<file path="config.mk">
export PLATFORM = sky130hd
export DESIGN_NAME = instr_bank
export DESIGN_NICKNAME = d
export VERILOG_FILES = /design/src/common/fetch_pkg.sv /design/src/hw/instr_bank/instr_bank.sv
export VERILOG_INCLUDE_DIRS = /design/src /design/src/common
export SDC_FILE = /design/constraint.sdc
export NUM_CORES = 2
export LEC_CHECK = 0
export ABC_CLOCK_PERIOD_IN_PS = 1800
export BUFFER_PORTS_ARGS = -buffer_cell sky130_fd_sc_hd__buf_2
export CAP_MARGIN = 20
export CORE_UTILIZATION = 29
export CTS_BUF_LIST = sky130_fd_sc_hd__clkbuf_8
export DETAILED_ROUTE_END_ITERATION = 16
export HOLD_SLACK_MARGIN = 0.15
export MAX_ROUTING_LAYER = met4
export PLACE_DENSITY_LB_ADDON = 0.2
export SYNTH_ARGS = -nofsm -noshare
export SYNTH_HDL_FRONTEND = slang
export SYNTH_SLANG_ARGS = --single-unit
</file>
<file path="constraint.sdc">
create_clock -name clk -period 1.8 [get_ports clk]
set_input_delay 0.18 -clock clk [delete_from_list [all_inputs] [get_ports clk]]
set_output_delay 0.18 -clock clk [all_outputs]
set_load 0.03 [all_outputs]
</file>
<file path="src/common/fetch_cfg.svh">
// Size settings for the fetch front end. FETCH_BANKS and BANK_WORDS must be powers of two,
// with at least two banks; QUEUE_MARGIN must stay below QUEUE_DEPTH.
`ifndef FETCH_CFG_SVH
`define FETCH_CFG_SVH

// interleaved instruction banks, selected by word address bits
`define FETCH_BANKS 4

// words held by each bank
`define BANK_WORDS 64

// entries in the instruction queue
`define QUEUE_DEPTH 8

// almost full once free entries drop to this many
// one in-flight fetch needs at least one spare entry
`define QUEUE_MARGIN 2

`endif

</file>
<file path="src/common/fetch_pkg.sv">
// Types and encodings for the fetch front end; RV32 only, little-endian words as stored.
// Word addresses are byte addresses with the low two bits assumed zero.
package fetch_pkg;

	localparam int XLEN = 32;

	// byte address of an instruction
	typedef logic [XLEN-1:0] addr_t;

	// one raw instruction word
	typedef logic [XLEN-1:0] instr_t;

	// controller states
	// HALT is the boot state, left only by go
	typedef enum logic [1:0] {
		HALT,
		FETCH,
		WAIT_ROOM,
		ECALL_WAIT
	} fetch_state_t;

	// ecall: SYSTEM opcode with all other fields zero
	localparam instr_t ECALL_WORD = 32'h0000_0073;

	// addi x0, x0, 0
	localparam instr_t NOP_WORD = 32'h0000_0013;

	// sequential step between instruction addresses
	localparam addr_t PC_STEP = 32'd4;

endpackage : fetch_pkg

</file>
<file path="src/hw/instr_bank/instr_bank.sv">
// One word-interleaved instruction bank, Wishbone classic read slave plus a load write port.
// Upper address bits beyond the bank depth are ignored, so addresses alias.
`timescale 1ns/1ps

`include "fetch_cfg.svh"

module instr_bank #(
	parameter int BANK_INDEX = 0
) (
	input	logic				clk,
	input	logic				rst_n,

	// wishbone slave side
	input	logic				wb_cyc,
	input	logic				wb_stb,
	input	fetch_pkg::addr_t	wb_adr,
	output	logic				wb_ack,
	output	fetch_pkg::instr_t	wb_dat,

	// program load port
	input	logic				load_en,
	input	fetch_pkg::addr_t	load_addr,
	input	fetch_pkg::instr_t	load_data
);

	import fetch_pkg::*;

	localparam int SEL_W = $clog2(`FETCH_BANKS);
	localparam int WORD_W = $clog2(`BANK_WORDS);

	instr_t				mem [`BANK_WORDS];
	instr_t				rd_data;
	logic				bus_sel;
	logic				load_sel;
	logic [WORD_W-1:0]	bus_word;
	logic [WORD_W-1:0]	load_word;

	// bank field sits right above the byte offset
	assign bus_sel   = wb_cyc && wb_stb && (wb_adr[SEL_W+1:2] == SEL_W'(BANK_INDEX));
	assign load_sel  = load_en && (load_addr[SEL_W+1:2] == SEL_W'(BANK_INDEX));
	assign bus_word  = wb_adr[SEL_W+2 +: WORD_W];
	assign load_word = load_addr[SEL_W+2 +: WORD_W];

	// single-cycle ack, one cycle after stb is first seen
	always_ff @(posedge clk or negedge rst_n) begin
		if (~rst_n)
			wb_ack <= 1'b0;
		else
			wb_ack <= bus_sel & ~wb_ack;
	end

	always_ff @(posedge clk) begin
		if (bus_sel)
			rd_data <= mem[bus_word];
		if (load_sel)
			mem[load_word] <= load_data;
	end

	// zero when not acking so the top can OR all banks
	assign wb_dat = wb_ack ? rd_data : '0;

endmodule : instr_bank

</file>
==> results.json <==
{
  "status": "finished with violations",
  "violations": "negative setup slack",
  "syn_area_um2": 79140,
  "min_period_ns": 2.153,
  "wirelength_mm": 237.7,
  "vias": 40542,
  "tns_ns": -9.655,
  "viasPerCell": 4.964,
  "fin_skew_ns": 0.07569,
  "yosysWarnings": 0,
  "postRouteAntennaNets": 0,
  "fmax_ghz": 0.4644,
  "synth-main-ff-cell": "edfxtp_1",
  "cts_tree": "done",
  "yosysSeqAreaShare": 0.7895,
  "die-area_um2": 275000,
  "path_buf_inv": 2,
  "crit_cells": 3,
  "placedCellCount": 7482,
  "ir_worst_vdd_mv": 0.5738,
  "cts_root_buf": "clkbuf_8",
  "cp_max_fo": 13,
  "post-route-drc-count": 0,
  "wl_per_cell_um": 29.10,
  "drv_cap": 0,
  "fin_crit_sh": 1.196,
  "core-area_um2": 271000,
  "cts_sinks": 2081,
  "drtIter0Drc": 3581,
  "synth_area_leaders": "edfxtp_1 79%, mux4_2 14%, o221ai_1 0.56%, o22ai_1 0.55%, a22oi_1 0.55%",
  "hpwl_mm": 149.4,
  "critPathLaunchType": "flip-flop",
  "worstPathArrival_ns": 1.97,
  "htreeDepth": 5,
  "syn_avg_cell_area_um2": 22.75,
  "syn_inst": 3479,
  "layout_setup_ws_ns": -0.3534,
  "min_path_cells": 5,
  "layout-drive-gt1-share": 0.3929,
  "reg2reg_from": "mem[3][31]$_DFFE_PP_",
  "grt_max_degree": 65,
  "worstSetupPathType": "reg2out",
  "clkLatencyLatePin_ns": 1.00,
  "synth_common_cells": "2080 x edfxtp_1, 491 x mux4_2, 84 x nand3_1",
  "cts-buffers-inserted": 356,
  "synth_top_area_share": 0.7892,
  "routabilityCongestion": 0.7850,
  "final-hold-violation-count": 0,
  "grt_usage": 0.1761,
  "path_delay_family": "flip-flops",
  "hold_start": "load_addr[2]",
  "port_buffers": 85,
  "antenna_found_initial": 5,
  "reg2reg_to": "rd_data[31]$_DFFE_PP_",
  "synthDistinctLibCells": 40,
  "rsz0062_at_grt": "true",
  "initial_core_util": 0.2920,
  "power_density_nw_per_um2": 1002,
  "tightestPinTransition_ns": 1.065,
  "max_stage_delay_ns": 0.41,
  "ys_seq_elements": 2081,
  "nets": 4428,
  "crit_path_end_kind": "primary output",
  "synth-async-reset-ratio": 0.0004805,
  "place_area_um2": 90060,
  "netlist.top_cell.by_area": "edfxtp_1",
  "pin_count": 134,
  "worstPathRequired_ns": 1.62,
  "die_w_um": 524.4,
  "grt_pass1_wl_mm": 334.5,
  "max_slew_margin": 0.2902,
  "final_max_slew_viol_count": 0,
  "post-route-cell-area_um2": 98070,
  "r2r_slack_ns": -0.22,
  "reg2reg_depth": 4,
  "dr.pass1.iters": 5,
  "cts.reportedPaths.clkPinSlew_ns": 0.06,
  "fin_cells": 8167,
  "crit_chain": "buf_12 > and2_4 > buf_6",
  "hold_ws_ns": 0.1781,
  "p_leak_nw": 31.24,
  "syn_nets": 3580,
  "first_global_vias": 42700,
  "yosysMostFrequentCell": "edfxtp_1",
  "setup_violations": 41,
  "area_growth_pct": 23.91,
  "clock_path_buffers": 4,
  "synth-edff-count": 2080,
  "hold_end": "mem[32][29]$_DFFE_PP_",
  "row_count": 191,
  "gr-total-overflow": 0,
  "dieHeight_um": 524.4,
  "crit_path_top_delay_cell": "dfrtp_2",
  "fin_total_pwr_mw": 98.31,
  "hp-class": "in2reg"
}
## registers in the layout (all words and copies together) (netlist names)
register  count
rd_data      32
mem        2048
wb_ack        1
## power breakdown
| group | switching, mW | internal, mW | leakage, nW |
|---|---|---|---|
| logic | 3.26 | 2.44 | 8.95 |
| clock network | 19.4 | 19.7 | 3.58 |
| registers | 0.0393 | 53.5 | 18.7 |
| total | 22.7 | 75.6 | 31.2 |
## cells by family after synthesis
family / count (synthesis) / synth area share
AOI/OAI and AO/OA: 262 / 0.02454
buffers and inverters: 204 / 0.01417
DFF: 2081 / 0.7895
muxes: 548 / 0.1475
and+or+nand+nor: 384 / 0.02433
## timing repair
item                        CTS  global route
buffers inserted              0             1
gates resized for setup     169            59
setup endpoints to repair    62           198
hold buffers                 55             5
hold endpoints to repair   3858            32
gates cloned                  0             1
pin swaps                    65            39
## cell type report
| cell class | instances | area, µm² |
|---|---|---|
| flip-flops and latches | 2081 | 62490 |
| clock buffers | 361 | 4969 |
| well taps | 3570 | 4467 |
| inverters | 1 | 3.754 |
| diodes | 3 | 7.507 |
| multi-input cells | 1194 | 16880 |
| clock inverters | 264 | 1330 |
| fillers | 25157 | 172900 |
| repair buffers | 693 | 7928 |
## worst max path at each step
stage                     startpoint               endpoint  slack, ns
global route        wb_ack$_DFF_PN0_              wb_dat[6]      -0.42
CTS                 wb_ack$_DFF_PN0_             wb_dat[20]      -0.50
finish              wb_ack$_DFF_PN0_             wb_dat[11]      -0.35
floorplan               load_addr[9]   mem[24][0]$_DFFE_PP_      -0.22
global placement           wb_adr[4]  rd_data[23]$_DFFE_PP_      -1.10
detailed placement         wb_adr[4]  rd_data[23]$_DFFE_PP_      -1.08
## layer usage
layer  track usage  share of wire  vias to the layer above  wire length [µm]
met5             -              0                        -                 0
met4       0.03953          0.019                        0              4482
met2        0.2715           0.47                     1174            112100
met3       0.02337          0.049                      304             11610
li1              -              -                    16687                 -
met1        0.2480           0.46                    22377            109500
## worst register-to-register path, delay by kind of cell (launching register included)
family	cells	cell delay, ns
compound gates	1	0.17
mux	1	0.49
flops	1	0.37
simple gates	2	0.77
## layout by cell type (no fill, tap or decap), types with 43 or more instances in the layout
cell type      Yosys  final
edfxtp_1        2080   2080
nand2_1           76     70
buf_12             0    203
nand3_1           84     75
buf_4             26    354
dlygate4sd3_1      0     56
clkinv_1           0    103
clkinv_2           0     43
nor2_4             0     67
inv_1              0     94
mux4_2           491    491
buf_2             67     48
o22ai_1           70     48
clkbuf_8           0    361
## per-stage QoR
step | utilization | setup WS [ns]
3_5_place_dp | 0.3323 | -1.080
6_report | 0.3619 | -0.3534
5_1_grt | 0.3619 | -0.4217
3_3_place_gp | 0.3322 | -1.096
4_1_cts | 0.3597 | -0.4962
2_1_floorplan | - | -0.2167
(Power assumes the default switching activity.)
