[src/common/fetch_cfg.svh]
// Size settings for the fetch front end. FETCH_BANKS and BANK_WORDS must be powers of two,
// with at least two banks; QUEUE_MARGIN must stay below QUEUE_DEPTH.
`ifndef FETCH_CFG_SVH
`define FETCH_CFG_SVH

// interleaved instruction banks, selected by word address bits
`define FETCH_BANKS 4

// words held by each bank
`define BANK_WORDS 64

// entries in the instruction queue
`define QUEUE_DEPTH 8

// almost full once free entries drop to this many
// one in-flight fetch needs at least one spare entry
`define QUEUE_MARGIN 2

`endif

[src/common/fetch_pkg.sv]
// Types and encodings for the fetch front end; RV32 only, little-endian words as stored.
// Word addresses are byte addresses with the low two bits assumed zero.
package fetch_pkg;

	localparam int XLEN = 32;

	// byte address of an instruction
	typedef logic [XLEN-1:0] addr_t;

	// one raw instruction word
	typedef logic [XLEN-1:0] instr_t;

	// controller states
	// HALT is the boot state, left only by go
	typedef enum logic [1:0] {
		HALT,
		FETCH,
		WAIT_ROOM,
		ECALL_WAIT
	} fetch_state_t;

	// ecall: SYSTEM opcode with all other fields zero
	localparam instr_t ECALL_WORD = 32'h0000_0073;

	// addi x0, x0, 0
	localparam instr_t NOP_WORD = 32'h0000_0013;

	// sequential step between instruction addresses
	localparam addr_t PC_STEP = 32'd4;

endpackage : fetch_pkg

[src/hw/fetch/instr_queue.sv]
// In-order queue of instruction word and pc pairs between fetch and decode.
// A push into a full queue is dropped, so the writer must respect almost_full.
`timescale 1ns/1ps

`include "fetch_cfg.svh"

module instr_queue (
	input	logic				clk,
	input	logic				rst_n,

	// write side, from the fetch controller
	input	logic				push,
	input	fetch_pkg::instr_t	push_word,
	input	fetch_pkg::addr_t	push_pc,
	input	logic				flush,
	output	logic				almost_full,

	// decode side
	output	fetch_pkg::instr_t	instr,
	output	fetch_pkg::addr_t	pc_out,
	output	logic				instr_valid,
	input	logic				instr_ready
);

	import fetch_pkg::*;

	localparam int DEPTH = `QUEUE_DEPTH;
	localparam int MARGIN = `QUEUE_MARGIN;
	localparam int PTR_W = $clog2(DEPTH);
	localparam int CNT_W = $clog2(DEPTH + 1);

	instr_t				word_mem [DEPTH];
	addr_t				pc_mem [DEPTH];
	logic [PTR_W-1:0]	wr_ptr;
	logic [PTR_W-1:0]	rd_ptr;
	logic [CNT_W-1:0]	count;
	logic				full;
	logic				push_ok;
	logic				pop;

	assign full        = (count == CNT_W'(DEPTH));
	assign instr_valid = (count != '0);
	assign push_ok     = push & ~full;
	assign pop         = instr_valid & instr_ready;

	// free entries at or below the margin
	assign almost_full = (DEPTH - int'(count)) <= MARGIN;

	// head entry, or a harmless nop while empty
	assign instr  = instr_valid ? word_mem[rd_ptr] : NOP_WORD;
	assign pc_out = instr_valid ? pc_mem[rd_ptr] : '0;

	function automatic logic [PTR_W-1:0] ptr_next(input logic [PTR_W-1:0] ptr);
		if (ptr == PTR_W'(DEPTH - 1))
			return '0;
		return ptr + 1'b1;
	endfunction

	// storage
	always_ff @(posedge clk) begin
		if (push_ok) begin
			word_mem[wr_ptr] <= push_word;
			pc_mem[wr_ptr]   <= push_pc;
		end
	end

	always_ff @(posedge clk or negedge rst_n) begin
		if (~rst_n) begin
			wr_ptr <= '0;
			rd_ptr <= '0;
			count  <= '0;
		end else if (flush) begin
			// flush beats a push in the same cycle
			wr_ptr <= '0;
			rd_ptr <= '0;
			count  <= '0;
		end else begin
			if (push_ok)
				wr_ptr <= ptr_next(wr_ptr);
			if (pop)
				rd_ptr <= ptr_next(rd_ptr);
			if (push_ok && !pop)
				count <= count + 1'b1;
			else if (pop && !push_ok)
				count <= count - 1'b1;
		end
	end

endmodule : instr_queue

[config.mk]
export PLATFORM = sky130hd
export DESIGN_NAME = instr_queue
export DESIGN_NICKNAME = d
export VERILOG_FILES = /design/src/common/fetch_pkg.sv /design/src/hw/fetch/instr_queue.sv
export VERILOG_INCLUDE_DIRS = /design/src /design/src/common
export SDC_FILE = /design/constraint.sdc
export NUM_CORES = 1
export LEC_CHECK = 0
export BUFFER_PORTS_ARGS = -buffer_cell sky130_fd_sc_hd__buf_2
export CAP_MARGIN = 20
export CORE_MARGIN = 3
export CORE_UTILIZATION = 55
export CTS_CLUSTER_DIAMETER = 150
export DETAILED_ROUTE_END_ITERATION = 7
export PLACE_DENSITY = 0.81
export REMOVE_ABC_BUFFERS = 1
export SLEW_MARGIN = 30
export SYNTH_ARGS = -nofsm -noshare
export SYNTH_HDL_FRONTEND = slang
export SYNTH_SLANG_ARGS = --single-unit
[constraint.sdc]
create_clock -name clk -period 12 [get_ports clk]
set_input_delay 0.6 -clock clk [delete_from_list [all_inputs] [get_ports clk]]
set_output_delay 0.6 -clock clk [all_outputs]
set_load 0.02 [all_outputs]
==> flow_metrics.tcl, run 1 <==
set metrics [dict create \
    switching_power_mw 1.24 \
    yosys-top-cells-count "512 x edfxtp_1, 128 x mux4_2, 69 x nor2_1, 66 x mux2i_1, 19 x buf_2" \
    ant_nets 0 \
    clkPwrFrac_pct 32.9 \
    startpoint_type "flip-flop" \
    dieArea_sq_mm 0.0391 \
    grt_setup_unrepaired "false" \
    clock-sinks 522 \
    ys.flop_type "edfxtp_1" \
    rows 69 \
    cts_htree_levels 2 \
    synth-compound-area-share_pct 0.656 \
    drv_cap 0 \
    drt_pass1_iterations 5 \
    initial_core_util_pct 56.3 \
    postCtsSetupBuffers 0 \
    timing.final.crit_period_ns 3.82 \
    drtIter0Drc 811 \
    yosys.area_share.adder_pct 0.594 \
    netlist_instances 900 \
    ys_warn_count 0 \
    synth.area.top_cells "edfxtp_1 76%, mux4_2 14%, mux2i_1 3.3%" \
    r2r_setup_slack_ns 8.69 \
    syn_area_sq_mm 0.0202 \
    synth_mux_area_share_pct 17.7 \
    p_total_mw 4.60 \
    worst_r2r_endpoint "word_mem[7][5]" \
    dieHeight_microns 198 \
    power_density_mw_per_mm2 199 \
    cts_buffers 51 \
    p_int_mw 3.35 \
    r2r_start "count[0]" \
    setup_viol 0 \
    maxSlewViolCount 0 \
    clkTransAtPathRegs_ns 0.06 \
    grt_max_degree 65 \
    grt_antenna_before_repair 8 \
    root_buffer "clkbuf_16" \
    synth-edff-count 512 \
    synth-xor-area-share_pct 0.0433 \
    grt_pass1_vias 9817 \
    async_flop_share_pct 1.92 \
    p_seq_share_pct 46.6 \
    grt_overflow_total 0 \
    cp.arrival_ns 3.22 \
    ys_ff_latch 522 \
    tns_ns 0 \
    synth_cell_type_count 39 \
    finalCritPeriodShare_pct 31.9 \
    avgSynthCellArea_sq_um 22.5 \
    grt_pass1_wl_microns 59600 \
    via_per_inst 5.99 \
    p_leak_nw 7.44 \
    drive_above_1_share_pct 34.3 \
    vias 9393 \
    timing.fmax_mhz 262 \
    gp_congestion 0.741 \
    outcome "complete, no violations" \
    cts_resized 0 \
    ctsHoldBuffers 1 \
    relSlewSlack_pct 35.4 \
    synth_top_family_by_area "multiplexers" \
    tightest_slew_ns 0.969 \
    yosysTopAreaCell "edfxtp_1" \
    swShare_pct 27.1 \
    max-clock-path-buffers 3 \
    core_area_sq_mm 0.0359 \
    io_pins 135 \
    fin_cells 1567 \
    skew_ns 0.0109 \
    hold_path_class "input port to flip-flop" \
    irDropWorstVdd_mv 0.137 \
    layout_setup_ws_ns 8.18 \
    synth.most_common_cell "edfxtp_1" \
    clk_latency_ns 0.55 \
    num-fill-cells 2383 \
    dpl.cell_count 1469 \
    synth_seq_area_share_pct 77.2 \
    worstSetupPathType "flip-flop to output pin" \
    cts_tree "yes" \
    wl_per_cell_microns 24.9 \
    comb_power_share_pct 20.6 \
    dp_hpwl_microns 20400 \
    finalHoldViolCount 0 \
    drc 0 \
    cp-end-kind "output pin" \
    cp.required_ns 11.40 \
    io_buffers 134 \
    reg2reg_depth 6 \
    grtUsageTotal_pct 20.3 \
    pre_cts_slack_ns 8.45 \
    cp_max_fo 49 \
    crit_path_end "instr[4]" \
    synthSimpleGateAreaFrac_pct 2.19 \
    chipWidth_microns 198 \
    crit_start "rd_ptr[0]" \
    nets 1140 \
    synth_top_area_share_pct 76.0 \
    routed_wl_microns 39100 \
    area.growth.synth_to_final_pct 14.0 \
    whs_ns 0.312 \
]
state kept, by name, indices dropped and copies added, names as in the netlist:
| register | flops |
|---|---|
| word_mem | 256 |
| pc_mem | 256 |
| rd_ptr | 3 |
| wr_ptr | 3 |
| count | 4 |
layout make-up:
type / count / area, sq um / area share [%]
flip-flops and latches: 522 / 15600 / 67.8
multi-input cells: 326 / 4340 / 18.8
clock buffers: 60 / 1350 / 5.87
repair buffers: 154 / 858 / 3.72
well taps: 461 / 577 / 2.50
clock inverters: 31 / 248 / 1.07
inverters: 7 / 28.8 / 0.125
diodes: 6 / 15.0 / 0.0651
stage by stage:
stage	area, sq um	util [%]
final	23100	64.2
after global routing	23100	64.2
after CTS	23000	64.1
after detailed placement	21400	59.7
after global placement	21400	59.6
after floorplan	19900	-
placed cells by master (no fill, tap or decap), types with 5 or more instances in the layout:
cell type    n
diode_2      6
clkinv_2    15
mux4_2     128
clkbuf_1     7
ha_1         8
nor2_1      66
nand2_1     11
buf_4       14
clkbuf_16   53
edfxtp_1   512
clkinv_1    11
dfrtp_1      7
mux2i_1     66
nor3_2       5
a21oi_1      8
buf_2      134
how the worst min path moves through the flow:
stage | startpoint | endpoint | slack (ns) | cells past startpoint
4_1_cts | push_pc[15] | pc_mem[0][15] | 0.29 | 1
5_1_grt | push_pc[8] | pc_mem[3][8] | 0.30 | 1
3_5_place_dp | rst_n | count[0] | 0.48 | 1
6_report | push_pc[11] | pc_mem[4][11] | 0.31 | 1
2_1_floorplan | rst_n | count[0] | 0.30 | 0
3_3_place_gp | rst_n | count[1] | 0.47 | 1
critical path, cell delays in order (launching register included):
cell,delay (ns)
dfrtp_4,0.87
buf_6,0.63
mux4_2,0.61
mux2i_1,0.25
nand2_1,0.11
buf_2,0.17
cells by family after synthesis:
| family | after synthesis |
|---|---|
| compound gates | 19 |
| xor+xnor | 1 |
| fa+ha+maj | 9 |
| buf+inv | 52 |
| flops | 522 |
| mux | 197 |
| simple gates | 100 |
power by group through the flow:
| stage | Clock, mW | Combinational (mW) | Sequential, mW |
|---|---|---|---|
| 2_1_floorplan | 0 | 0.653 | 2.22 |
| 4_1_cts | 1.54 | 0.964 | 2.14 |
| 3_3_place_gp | 0 | 0.933 | 2.18 |
| 5_1_grt | 1.61 | 1.02 | 2.15 |
| 6_report | 1.51 | 0.946 | 2.14 |
| 3_5_place_dp | 0 | 0.958 | 2.18 |
per-layer routing:
metal / track usage, % / vias to the layer above / wire, microns
met5: 0 / - / 55
met4: 5.64 / 8 / 606
met3: 4.02 / 53 / 2420
met2: 32.6 / 310 / 19600
met1: 29.1 / 4960 / 16400
li1: - / 4062 / -
(Power assumes the default switching activity.)
==> run 2: changes to the inputs <==
==> constraint.sdc (replaced) <==
create_clock -name clk -period 3.7 [get_ports clk]
set_input_delay 0.185 -clock clk [delete_from_list [all_inputs] [get_ports clk]]
set_output_delay 0.185 -clock clk [all_outputs]
set_load 0.02 [all_outputs]
==> run 2 against run 1 <==
Net effect: first-iteration DRC count down 6.7%; core utilization up 2.4 points; critical path depth up 2; critical endpoint is now pc_out[14].
==> flow_metrics.tcl, run 2 (synthesized netlist as in run 1, its figures left out) <==
set metrics [dict create \
    grt_pass1_vias 10300 \
    grt_antenna_before_repair 1 \
    drc 0 \
    via_per_inst 5.89 \
    clkPwrFrac_pct 33.2 \
    timing.final.crit_period_ns 3.15 \
    cp.required_ns 3.51 \
    tightest_slew_ns 0.798 \
    cp-end-kind "output pin" \
    drive_above_1_share_pct 32.4 \
    worstSetupPathType "flip-flop to output pin" \
    cts_resized 0 \
    switching_power_mw 4.10 \
    grt_pass1_wl_microns 62300 \
    ant_nets 0 \
    grtUsageTotal_pct 21.2 \
    cp_max_fo 30 \
    io_buffers 134 \
    fin_cells 1636 \
    p_leak_nw 7.78 \
    dpl.cell_count 1475 \
    wl_per_cell_microns 24.6 \
    outcome "complete, no violations" \
    irDropWorstVdd_mv 0.510 \
    max-clock-path-buffers 3 \
    cts_tree "yes" \
    nets 1213 \
    p_seq_share_pct 45.9 \
    power_density_mw_per_mm2 633 \
    grt_overflow_total 0 \
    clock-sinks 522 \
    finalHoldViolCount 0 \
    grt_max_degree 65 \
    p_int_mw 11.0 \
    num-fill-cells 2310 \
    io_pins 135 \
    drt_pass1_iterations 5 \
    drtIter0Drc 757 \
    dp_hpwl_microns 21100 \
    clkTransAtPathRegs_ns 0.07 \
    comb_power_share_pct 20.9 \
    maxSlewViolCount 0 \
    timing.fmax_mhz 318 \
    cp.arrival_ns 2.96 \
    final_common_cell "edfxtp_1" \
    top_regs "pc_mem: 256 flops, word_mem: 256 flops, count: 4 flops" \
    final_cell_area_sq_mm 0.0239 \
    skew_ns 0.0220 \
    chipWidth_microns 198 \
    ctsHoldBuffers 68 \
    dieHeight_microns 198 \
    tns_ns 0 \
    postCtsSetupBuffers 0 \
    p_total_mw 15.1 \
    whs_ns 0.0172 \
    cts_htree_levels 2 \
    area.growth.synth_to_final_pct 18.3 \
    pre_cts_slack_ns 0.915 \
    relSlewSlack_pct 46.5 \
    placed_area_sq_mm 0.0216 \
    layout_setup_ws_ns 0.551 \
    grt_setup_unrepaired "false" \
    cts_buffers 51 \
    root_buffer "clkbuf_16" \
    final_core_util_pct 66.6 \
    rows 69 \
    finalCritPeriodShare_pct 85.1 \
    drv_cap 0 \
    startpoint_type "flip-flop" \
    initial_core_util_pct 56.3 \
    setup_viol 0 \
    swShare_pct 27.1 \
    clk_latency_ns 0.57 \
    routed_wl_microns 40200 \
    layout_common_cells "512 x edfxtp_1, 134 x buf_2, 128 x mux4_2, 68 x dlygate4sd3_1" \
    vias 9643 \
    core_area_sq_mm 0.0359 \
    dieArea_sq_mm 0.0391 \
    hold_path_class "input port to async pin" \
    gp_congestion 0.775 \
]
run 2: critical path: stages (launching register included):
cell,delay (ns)
dfrtp_1,0.43
inv_1,0.16
ha_1,0.21
nand2b_1,0.27
nor2_8,0.61
buf_4,0.38
nor2_1,0.15
buf_2,0.18
run 2: final cells by class:
cell class | count | area [sq um] | share of cell area [%]
clock inverters | 30 | 283 | 1.18
flip-flops and latches | 522 | 15600 | 65.3
inverters | 7 | 28.8 | 0.120
clock buffers | 61 | 1360 | 5.67
repair buffers | 227 | 1700 | 7.11
well taps | 461 | 577 | 2.41
multi-input cells | 326 | 4340 | 18.1
diodes | 2 | 5.00 | 0.0209
run 2: path summary, 6_finish.rpt:
path                           from          to  slack (ns)  cells after the start
max                        count[0]  pc_out[14]        0.55                      7
min                           rst_n    count[1]        0.02                      2
max reg2reg                count[0]   rd_ptr[2]        0.86                      9
min reg2reg                count[1]    count[1]        0.62                      1
max in group asynchronous     rst_n   rd_ptr[1]        3.42                      2
min in group clk               push    count[3]        0.14                      4
run 2: metal layers:
layer | track usage (%) | part of all wire [%]
met4 | 5.87 | 2.0
met2 | 34.1 | 51
met3 | 4.12 | 6.4
met1 | 30.5 | 41
met5 | 0 | 0.032
run 2: power by group through the flow:
stage	Sequential [mW]	Combinational (mW)	Clock, mW
5_1_grt	6.98	3.43	5.36
6_report	6.95	3.17	5.02
3_3_place_gp	7.06	3.08	0
2_1_floorplan	7.21	2.12	0
4_1_cts	6.96	3.22	5.11
3_5_place_dp	7.08	3.12	0
